**src/rtl/rename_defines.svh**
```systemverilog
// Sizing for the rename stage
// Physical register 0 is hard-wired and never allocated
// RN_PREG_BITS must cover RN_NUM_PREGS - 1
`ifndef RENAME_DEFINES_SVH
`define RENAME_DEFINES_SVH

// Architectural register file size
`define RN_NUM_AREGS 32

// Physical register file size and index width
`define RN_NUM_PREGS 48
`define RN_PREG_BITS 6

// Default depth of input and output queues
`define RN_QUEUE_DEPTH 4

// In-flight counter width
// Must exceed the free pool size
`define RN_INFLIGHT_BITS 6

`endif

```
**src/rtl/isa_pkg.sv**
```systemverilog
// Architectural view of a decoded instruction
// The tag is opaque to the rename stage
`include "rename_defines.svh"

package isa_pkg;

  // ----------------------------------------------------------
  // Register names
  // ----------------------------------------------------------

  // Architectural register number
  // x0 is hard-wired
  typedef logic [$clog2(`RN_NUM_AREGS)-1:0] areg_t;

  // ----------------------------------------------------------
  // Decoded instruction
  // ----------------------------------------------------------

  // 32 bits total
  typedef struct packed {
    logic        has_dst;
    areg_t       dst;
    areg_t       src0;
    areg_t       src1;
    logic [15:0] tag;
  } dec_inst_t;

endpackage

```
**src/rtl/uarch_pkg.sv**
```systemverilog
// Microarchitectural types of the rename stage
// Widths follow the sizing macros
`include "rename_defines.svh"

package uarch_pkg;

  // ----------------------------------------------------------
  // Physical registers
  // ----------------------------------------------------------

  typedef logic [`RN_PREG_BITS-1:0] preg_t;

  // Source lookup result
  // Pending until its producer completes
  typedef struct packed {
    logic  pending;
    preg_t preg;
  } src_map_t;

  // ----------------------------------------------------------
  // Renamed instruction
  // ----------------------------------------------------------

  typedef struct packed {
    logic [15:0] tag;
    logic        has_dst;
    preg_t       dst;
    preg_t       ppreg;   // displaced mapping of dst
    src_map_t    src0;
    src_map_t    src1;
  } ren_inst_t;

  // Completion event from execute
  typedef struct packed {
    preg_t preg;
    preg_t ppreg;
  } complete_t;

  // Controller states
  typedef enum logic [1:0] {
    RUN     = 2'd0,
    STALL   = 2'd1,
    DRAIN   = 2'd2,
    DRAINED = 2'd3
  } ctrl_state_t;

endpackage

```
**src/rtl/sync_fifo.sv**
```systemverilog
// Single-clock first-word-fall-through queue
// A push while full is dropped
// A pop while empty is ignored
// Push and pop together are fine when not empty
`timescale 1ns/100ps
`include "rename_defines.svh"

module sync_fifo #(
  parameter type T     = logic [7:0],
  parameter int  DEPTH = `RN_QUEUE_DEPTH
) (
  input  logic clk,
  input  logic rst,
  input  logic push,
  input  T     wdata,
  input  logic pop,
  output T     rdata,
  output logic empty,
  output logic full
);

  localparam int PTR_BITS = (DEPTH > 1) ? $clog2(DEPTH) : 1;
  localparam int CNT_BITS = $clog2(DEPTH + 1);

  // Payload storage
  T mem [DEPTH];

  logic [PTR_BITS-1:0] rd_ptr;
  logic [PTR_BITS-1:0] wr_ptr;
  logic [CNT_BITS-1:0] count;

  logic do_push;
  logic do_pop;

  assign do_push = push & ~full;
  assign do_pop  = pop & ~empty;

  // ----------------------------------------------------------
  // Pointers and occupancy
  // ----------------------------------------------------------

  always_ff @(posedge clk) begin
    if (rst) begin
      rd_ptr <= '0;
      wr_ptr <= '0;
      count  <= '0;
    end else begin
      if (do_push) begin
        // Wrap at DEPTH, not a power of two in general
        wr_ptr <= (wr_ptr == PTR_BITS'(DEPTH - 1)) ? '0 : wr_ptr + 1'b1;
      end
      if (do_pop) begin
        rd_ptr <= (rd_ptr == PTR_BITS'(DEPTH - 1)) ? '0 : rd_ptr + 1'b1;
      end
      if (do_push && !do_pop) begin
        count <= count + 1'b1;
      end else if (do_pop && !do_push) begin
        count <= count - 1'b1;
      end
    end
  end

  always_ff @(posedge clk) begin
    if (do_push) begin
      mem[wr_ptr] <= wdata;
    end
  end

  // Head presented combinationally
  assign rdata = mem[rd_ptr];
  assign empty = (count == '0);
  assign full  = (count == CNT_BITS'(DEPTH));

endmodule

```
**src/rtl/rename_table.sv**
```systemverilog
// Rename map with pending bits and a lowest-first free list
// x0 maps to p0 and is never pending or renamed
// p0 is never freed
// A completion is seen by renames from the following cycle only
`timescale 1ns/100ps
`include "rename_defines.svh"

module rename_table (
  input  logic                clk,
  input  logic                rst,
  input  isa_pkg::dec_inst_t  head,
  input  logic                alloc_en,
  output logic                alloc_rdy,
  output uarch_pkg::ren_inst_t renamed,
  input  logic                cpl_val,
  input  uarch_pkg::complete_t cpl
);

  import uarch_pkg::*;

  // ----------------------------------------------------------
  // State
  // ----------------------------------------------------------

  // Entry i holds mapping of x(i)
  // No entry for x0
  src_map_t map [`RN_NUM_AREGS-1:1];

  // Bit i set when p(i) is free
  logic [`RN_NUM_PREGS-1:1] free_vec;

  // ----------------------------------------------------------
  // Lowest-free selection
  // ----------------------------------------------------------

  preg_t free_preg;
  logic  dst_is_x0;
  preg_t alloc_preg;
  preg_t alloc_ppreg;
  logic  alloc_take;

  // Scan downward so the lowest free index is the last to win
  always_comb begin
    free_preg = '0;
    for (int i = `RN_NUM_PREGS - 1; i >= 1; i--) begin
      if (free_vec[i]) begin
        free_preg = preg_t'(i);
      end
    end
  end

  assign dst_is_x0 = (head.dst == '0);

  // Writes to x0 use p0 and take nothing from the pool
  assign alloc_preg  = dst_is_x0 ? '0 : free_preg;
  assign alloc_ppreg = dst_is_x0 ? '0 : map[head.dst].preg;
  assign alloc_rdy   = (|free_vec) | dst_is_x0;
  assign alloc_take  = alloc_en & ~dst_is_x0;

  // ----------------------------------------------------------
  // Source lookup
  // ----------------------------------------------------------

  src_map_t src0_map;
  src_map_t src1_map;

  // Each source reads its own entry and pending bit
  always_comb begin
    if (head.src0 == '0) begin
      src0_map = '0;
    end else begin
      src0_map = map[head.src0];
    end
    if (head.src1 == '0) begin
      src1_map = '0;
    end else begin
      src1_map = map[head.src1];
    end
  end

  // ----------------------------------------------------------
  // Renamed instruction
  // ----------------------------------------------------------

  always_comb begin
    renamed.tag     = head.tag;
    renamed.has_dst = head.has_dst;
    renamed.dst     = head.has_dst ? alloc_preg : '0;
    renamed.ppreg   = head.has_dst ? alloc_ppreg : '0;
    renamed.src0    = src0_map;
    renamed.src1    = src1_map;
  end

  // ----------------------------------------------------------
  // Map update
  // ----------------------------------------------------------

  always_ff @(posedge clk) begin
    if (rst) begin
      // Identity mapping with nothing pending
      for (int i = 1; i < `RN_NUM_AREGS; i++) begin
        map[i] <= '{pending: 1'b0, preg: preg_t'(i)};
      end
    end else begin
      for (int i = 1; i < `RN_NUM_AREGS; i++) begin
        if (cpl_val && (map[i].preg == cpl.preg)) begin
          map[i].pending <= 1'b0;
        end
        // Allocation overrides the completion clear
        if (alloc_take && (head.dst == i)) begin
          map[i] <= '{pending: 1'b1, preg: alloc_preg};
        end
      end
    end
  end

  // ----------------------------------------------------------
  // Free list update
  // ----------------------------------------------------------

  always_ff @(posedge clk) begin
    if (rst) begin
      // Regs above the architectural range start free
      for (int i = 1; i < `RN_NUM_PREGS; i++) begin
        free_vec[i] <= (i >= `RN_NUM_AREGS);
      end
    end else begin
      if (cpl_val && (cpl.ppreg != '0)) begin
        free_vec[cpl.ppreg] <= 1'b1;
      end
      if (alloc_take) begin
        free_vec[alloc_preg] <= 1'b0;
      end
    end
  end

endmodule

```
**src/rtl/inflight_counter.sv**
```systemverilog
// Saturating up/down count of destinations awaiting completion
// inc and dec in the same cycle cancel
`timescale 1ns/100ps
`include "rename_defines.svh"

module inflight_counter (
  input  logic                         clk,
  input  logic                         rst,
  input  logic                         inc,
  input  logic                         dec,
  output logic [`RN_INFLIGHT_BITS-1:0] count,
  output logic                         zero
);

  localparam logic [`RN_INFLIGHT_BITS-1:0] CNT_MAX = '1;

  always_ff @(posedge clk) begin
    if (rst) begin
      count <= '0;
    end else begin
      if (inc && !dec && (count != CNT_MAX)) begin
        count <= count + 1'b1;
      end else if (dec && !inc && (count != '0)) begin
        // Stray completion at zero is ignored
        count <= count - 1'b1;
      end
    end
  end

  // Read by the controller for drain
  assign zero = (count == '0);

endmodule

```
**src/rtl/rename_ctrl.sv**
```systemverilog
// Rename controller
// At most one rename per cycle
// stall and drain_done come straight from the state register
`timescale 1ns/100ps

module rename_ctrl (
  input  logic clk,
  input  logic rst,
  input  logic in_empty,
  input  logic out_full,
  input  logic head_has_dst,
  input  logic alloc_rdy,
  input  logic drain,
  input  logic idle,
  output logic rename,
  output logic alloc_en,
  output logic stall,
  output logic drain_done
);

  import uarch_pkg::*;

  ctrl_state_t state;
  ctrl_state_t state_nxt;
  logic        renaming_state;
  logic        no_reg;

  // ----------------------------------------------------------
  // Rename strobe
  // ----------------------------------------------------------

  assign renaming_state = (state == RUN) || (state == STALL);

  // Head wants a register the table cannot give
  assign no_reg = ~in_empty & head_has_dst & ~alloc_rdy;

  // Pops input queue and pushes output queue together
  assign rename   = renaming_state & ~in_empty & ~out_full &
                    (~head_has_dst | alloc_rdy);
  assign alloc_en = rename & head_has_dst;

  // ----------------------------------------------------------
  // FSM
  // ----------------------------------------------------------

  always_comb begin
    state_nxt = state;
    case (state)
      RUN: begin
        if (drain) begin
          state_nxt = DRAIN;
        end else if (no_reg) begin
          state_nxt = STALL;
        end
      end
      STALL: begin
        if (drain) begin
          state_nxt = DRAIN;
        end else if (alloc_rdy) begin
          state_nxt = RUN;
        end
      end
      // Wait for every outstanding destination
      DRAIN: begin
        if (idle) begin
          state_nxt = DRAINED;
        end
      end
      DRAINED: begin
        if (!drain) begin
          state_nxt = RUN;
        end
      end
      default: state_nxt = RUN;
    endcase
  end

  always_ff @(posedge clk) begin
    if (rst) begin
      state <= RUN;
    end else begin
      state <= state_nxt;
    end
  end

  assign stall      = (state == STALL);
  assign drain_done = (state == DRAINED);

endmodule

```
**src/rtl/rename_unit.sv**
```systemverilog
// Register-rename stage top level
// A push while dec_full is high is lost
// Completions take effect for renames in the following cycle
`timescale 1ns/100ps
`include "rename_defines.svh"

module rename_unit (
  input  logic                 clk,
  input  logic                 rst,
  input  logic                 dec_push,
  input  isa_pkg::dec_inst_t   dec_inst,
  output logic                 dec_full,
  input  logic                 out_pop,
  output uarch_pkg::ren_inst_t out_inst,
  output logic                 out_empty,
  input  logic                 cpl_val,
  input  uarch_pkg::complete_t cpl,
  input  logic                 drain,
  output logic                 stall,
  output logic                 drain_done
);

  import isa_pkg::*;
  import uarch_pkg::*;

  dec_inst_t head;
  ren_inst_t renamed;
  logic      in_empty;
  logic      out_full;
  logic      rename;
  logic      alloc_en;
  logic      alloc_rdy;
  logic      idle;

  // ----------------------------------------------------------
  // Queues
  // ----------------------------------------------------------

  sync_fifo #(.T(dec_inst_t), .DEPTH(`RN_QUEUE_DEPTH)) in_fifo_inst (
    .clk   (clk),
    .rst   (rst),
    .push  (dec_push),
    .wdata (dec_inst),
    .pop   (rename),
    .rdata (head),
    .empty (in_empty),
    .full  (dec_full)
  );

  sync_fifo #(.T(ren_inst_t), .DEPTH(`RN_QUEUE_DEPTH)) out_fifo_inst (
    .clk   (clk),
    .rst   (rst),
    .push  (rename),
    .wdata (renamed),
    .pop   (out_pop),
    .rdata (out_inst),
    .empty (out_empty),
    .full  (out_full)
  );

  // ----------------------------------------------------------
  // Table, counter, control
  // ----------------------------------------------------------

  rename_table rename_table_inst (
    .clk       (clk),
    .rst       (rst),
    .head      (head),
    .alloc_en  (alloc_en),
    .alloc_rdy (alloc_rdy),
    .renamed   (renamed),
    .cpl_val   (cpl_val),
    .cpl       (cpl)
  );

  inflight_counter inflight_counter_inst (
    .clk   (clk),
    .rst   (rst),
    .inc   (alloc_en),
    .dec   (cpl_val),
    .count (),
    .zero  (idle)
  );

  rename_ctrl rename_ctrl_inst (
    .clk          (clk),
    .rst          (rst),
    .in_empty     (in_empty),
    .out_full     (out_full),
    .head_has_dst (head.has_dst),
    .alloc_rdy    (alloc_rdy),
    .drain        (drain),
    .idle         (idle),
    .rename       (rename),
    .alloc_en     (alloc_en),
    .stall        (stall),
    .drain_done   (drain_done)
  );

endmodule

```
**config.mk**
```make
export PLATFORM = sky130hd
export DESIGN_NAME = rename_unit
export DESIGN_NICKNAME = d
export VERILOG_FILES = /design/src/rtl/isa_pkg.sv /design/src/rtl/uarch_pkg.sv /design/src/rtl/sync_fifo.sv /design/src/rtl/rename_table.sv /design/src/rtl/inflight_counter.sv /design/src/rtl/rename_ctrl.sv /design/src/rtl/rename_unit.sv
export VERILOG_INCLUDE_DIRS = /design/src /design/src/rtl
export SDC_FILE = /design/constraint.sdc
export NUM_CORES = 1
export LEC_CHECK = 0
export BUFFER_PORTS_ARGS = -buffer_cell sky130_fd_sc_hd__buf_4
export CORE_ASPECT_RATIO = 0.6
export CORE_MARGIN = 1
export CORE_UTILIZATION = 35
export DETAILED_ROUTE_END_ITERATION = 8
export GPL_TIMING_DRIVEN = 0
export PLACE_DENSITY = 0.6
export SLEW_MARGIN = 10
export SYNTH_ARGS = -nofsm -noshare
export SYNTH_HDL_FRONTEND = slang
export SYNTH_SLANG_ARGS = --single-unit
```
**constraint.sdc**
```tcl
create_clock -name clk -period 3.7 [get_ports clk]
set_input_delay 0.74 -clock clk [delete_from_list [all_inputs] [get_ports clk]]
set_output_delay 0.74 -clock clk [all_outputs]
set_load 0.005 [all_outputs]
```
# Word-level counts from Yosys, hierarchy flattened
# Memories as Yosys holds them, arrays and structs flattened. A register that Yosys moved wholly into a read port is not among the register bits.
# Index checks and enable logic that the tools add are counted.
# word_totals
regBits,69
mem_bits_rw,517
out_inout_bits,47
n_memories,3
# memory_table
memory,depth,width,rd,rd_clocked_by_memory_dff,wr,line,rtl
rename_table_inst.map,31,7,34,0,31,rename_table.sv:27,src_map_t map [`RN_NUM_AREGS-1:1];
out_fifo_inst.mem,4,43,1,1,1,sync_fifo.sv:26,T mem [DEPTH];
in_fifo_inst.mem,4,32,1,1,1,sync_fifo.sv:26,
# op_classes
addsub,10
order_cmp,4
eq_ne,76
n_mux,366
bitwise,116
reduce_logical,94
# op_table
operator,n
$mux W6,84
$mux W1,256
$eq A6 B6 Y1,31
$mux W47,3
$or A1 B1 Y1,95
$eq A5 B5 Y1 const B,16
$logic_and A1 B1 Y1,73
$and A47 B47 Y47,1
$not A47 Y47,1
$or A47 B47 Y47,1
$reduce_or A47 Y1,1
$eq A5 B4 Y1 const B,8
$mux W2,14
$eq A5 B3 Y1 const B,4
$logic_not A5 Y1,3
$lt A6 B7 Y1 const B,2
$mux W7,2
$demux W1 S6,2
$eq A2 B2 Y1 const B,6
$ge A6 B1 Y1 const B,2
$mux W3,4
$reduce_bool A6 Y1,2
$and A1 B1 Y1,11
$eq A5 B2 Y1 const B,2
20 further kinds,42

# Logic depth before layout (Yosys ltp)
# logic_depth
ltp_word,55
depth_mapped,15
ltp_nobuf,12

# Modules after synthesis
# From an unflattened synthesis, not the netlist that was laid out.
# hier_totals
cells_unflattened,2299
area_unflattened_um2,30691.9
# by_module_without_submodules
module,instances,cells_each,area_each_um2
rename_table,1,1731,18272.5
sync_fifo at out_fifo_inst,1,275,6685.2
sync_fifo at in_fifo_inst,1,217,5098.6
inflight_counter,1,58,485.5
rename_ctrl,1,18,150.1

# Least setup slack after synthesis
# No wires, ideal clock.
# synth_timing
path_kind,flip-flop to flip-flop
from,register (tool-made name)
to,register inflight_counter_inst.count[5]
setup_ns,0.123
arrival_time_ns,3.692
required_ns,3.577
setup_slack_ns,-0.115
path_stages_with_launch,16
path_buffers,3
period_less_slack_ns,3.815
path_cell_list,dfxtp_1 -> buf_4 -> mux4_2 -> buf_2 -> or4_4 -> o2111ai_2 -> and3_1 -> buf_4 -> inv_1 -> ha_1 -> a21o_1 -> a21oi_1 -> o21bai_1 -> a21oi_1 -> mux2i_1 -> mux2_1
# synth_lines
element,line,rtl
"end signal, assigned",inflight_counter.sv:22,count <= count + 1'b1;
"end signal, assigned",inflight_counter.sv:25,count <= count - 1'b1;
"end, declared",inflight_counter.sv:11,"output logic [`RN_INFLIGHT_BITS-1:0] count,"

==> metrics <==
routed length per placed instance 30.67 microns; crit path max-delay cell type clkbuf_1; Slew headroom 4.511%; actual slew at the worst max-slew pin 1429 ps; Seq/Total Area, Yosys 55.66%; Synth Cell Area 30,520 sq um; WP buf/inv 3; initial core utilization 35.53%; critical path class register to register; fillcell total 7,848; Compound-Gate Fraction of Synth Area 7.918%; Final Skew 89.11 ps; post-route ant nets 0; DRT Pass-1 Iters 6; CP peak stage delay 730 ps; Layout area overhead 15.35%; Final Cycle Share 99.39%; drt via density 6.074; Worst Slack Setup Final 22.61 ps; detailed-route DRC error count 0; fraction of registers with async set/reset 0%; first-pass GRT wire length 152,400 microns; Reg clk slew, reported paths 70 ps; Warnings, synthesis 0; largest family of logic cells by synthesized area multiplexers; CTS tree built; FF/Latch Area 16,990 sq um; Post-Synth XOR/XNOR Area 5.539%; Worst path top cell family by delay multiplexers; cts hold-fix bufs 0; Post-Syn Area per Cell 13.99 sq um; Worst setup SP type register; clk sinks 590; nets 2,418; power consumption 0.02428 W; peak supply drop 0.4894 mV; die width 383.2 microns; min cycle time layout 3677 ps; CP Capture Type register; Post-Route Setup TNS 0 ps; CTS Buf Count 56; I/O pin cnt 97; Crit Path Max Fanout 10; Post-Route WL 108,900 microns; Final Hold Fails 0; full die area 88,410 sq um; final setup vio count 0; Net Count, Synth 2,251; unrepaired setup endpoints after global routing true; max cap viols 0; GPL Wtd Cong 1.003; EDFF count, synth 517; IO Port Bufs 88; final core occ 40.98%; critical-path cell list buf_6 -> mux4_2 -> buf_4 -> clkbuf_1 -> mux4_2 -> mux2i_2 -> o22a_1 -> o221ai_1; via count of the routed design 21,560; hold crit path type input pin to register; Crit path required time 3950 ps; multiplexer share of the synthesized area 18.79%; Root Driver clkbuf_16; crit path DAT 3930 ps; Main synth FF type edfxtp_1; Iteration-0 DRC Markers 3,265; cells after synthesis 2,182; Max Slew Vio Count 0; initial antenna violation count 5; Max Clock Freq 0.2719 GHz; core area 85,880 sq um; clk_lat worst skew 690 ps; worst slack at placement -774.4 ps; worst hold margin 253.8 ps; Netlist cell types 72; Clock Tree Buf Depth 3; chip height 230.7 microns; H-tree levels 2; vias in the first global route 20,660; status complete, no violations; area of the multi-input gates 12,920 sq um; most used cell, CP mux4_2; GR Util All Layers 24.36%; Post-Synth Simple-Gate Area 8.475%; share of layout cells above drive strength 1 23.54%; FP Rows 83; Lkg Pwr 11.90 nW; largest net degree at the start of global routing 30; Yosys reg bits 590; post-DP HPWL 81,880 microns; Synth Area in Adders 0.8528%; pwr/cell area 689.8 nW/um^2; total grt overflow 0
-- flip-flops by register name, indices dropped and copies added, names as in the netlist, 3 cells and up, named ones only --
signal and flops:
inflight_counter_inst.count 6, rename_table_inst.free_vec 47, in_fifo_inst.count 3, in_fifo_inst.mem 128, rename_table_inst.map 217, out_fifo_inst.count 3
out_fifo_inst.mem 172
-- cell families (layout without fill, tap and decap cells) --
| kind of cell | after synthesis | in the layout |
|---|---|---|
| compound gates | 322 | 322 |
| xor+xnor | 193 | 193 |
| fa+ha+maj | 19 | 19 |
| buf+inv | 209 | 423 |
| flops | 590 | 590 |
| mux | 305 | 305 |
| other cells | 0 | 7 |
| simple gates | 544 | 544 |
-- Yosys cell counts (46+ instances only) --
cell	n	area, sq um
a211oi_1	46	345.3
a21o_1	80	600.6
a21oi_1	46	230.2
clkbuf_1	95	356.6
dfxtp_1	73	1461
edfxtp_1	517	15520
inv_1	48	180.2
mux2i_1	89	890.9
mux4_2	214	4820
nand2_1	133	499.2
nor2_1	202	758.2
nor3_1	51	255.2
nor4_1	51	319.1
xor2_1	191	1673
-- what timing repair did --
action	CTS	global route
resized for setup	55	45
endpoints found under the hold margin	0	0
endpoints found under the setup margin	596	198
pin swaps	9	12
setup buffers	11	7
-- layer usage --
layer  share of wire, %  wire, microns  track usage (%)
met5              0.079             86                0
met4                2.0           2143            4.813
met3                 16          17340            11.67
met2                 38          41620            31.15
met1                 44          47700            36.59
-- through the flow --
stage | instances | instance area (sq um)
CTS | 3538 | 35010
floorplan | 2182 | 30550
global placement | 3417 | 32650
global route | 3543 | 35180
finish | 3550 | 35200
detailed placement | 3427 | 32860
-- worst paths after layout --
check                             end  slack [ps]  depth (start not counted)                   start
min reg2reg                  register         500                          2  in_fifo_inst.rd_ptr[0]
max          out_fifo_inst.mem[2][18]          20                          8                register
max reg2reg  out_fifo_inst.mem[2][18]          20                          8                register
min           in_fifo_inst.mem[1][19]         250                          1            dec_inst[19]
-- worst register-to-register path, delay by kind of cell (launching register included) --
kind                   cells  cell delay, ps
multiplexers               3            1220
buffers and inverters      3            1080
AO/OA/AOI/OAI              2             640
flip-flops                 1             320
-- where the power goes --
group	switching (W)	internal [W]
registers	0.000364	0.00838
clock network	0.00270	0.00337
logic	0.00581	0.00366
-- placed cells by master (no fill, tap or decap), types with 24 or more instances in the layout --
master,n
buf_2,28
inv_1,45
clkbuf_16,56
a21o_1,80
edfxtp_1,517
mux2i_1,76
dfxtp_1,72
nor4_1,47
a21oi_1,43
a41oi_1,40
nor3_1,49
nand2_1,133
mux4_2,214
nor2_1,197
clkbuf_1,81
clkbuf_2,24
buf_4,111
a211oi_1,46
xor2_1,191
-- layout make-up --
class,instances,share of cell area [%]
diodes,7,0.04977
plain buffers,151,2.079
clock buffers,68,4.109
clock inverters,37,1.287
inverters,51,0.5581
multi-input cells,1383,36.71
flip-flops and latches,590,48.26
well taps,1147,4.077
repair buffers,116,2.872
No activity file was read; power rests on OpenSTA's default activity.
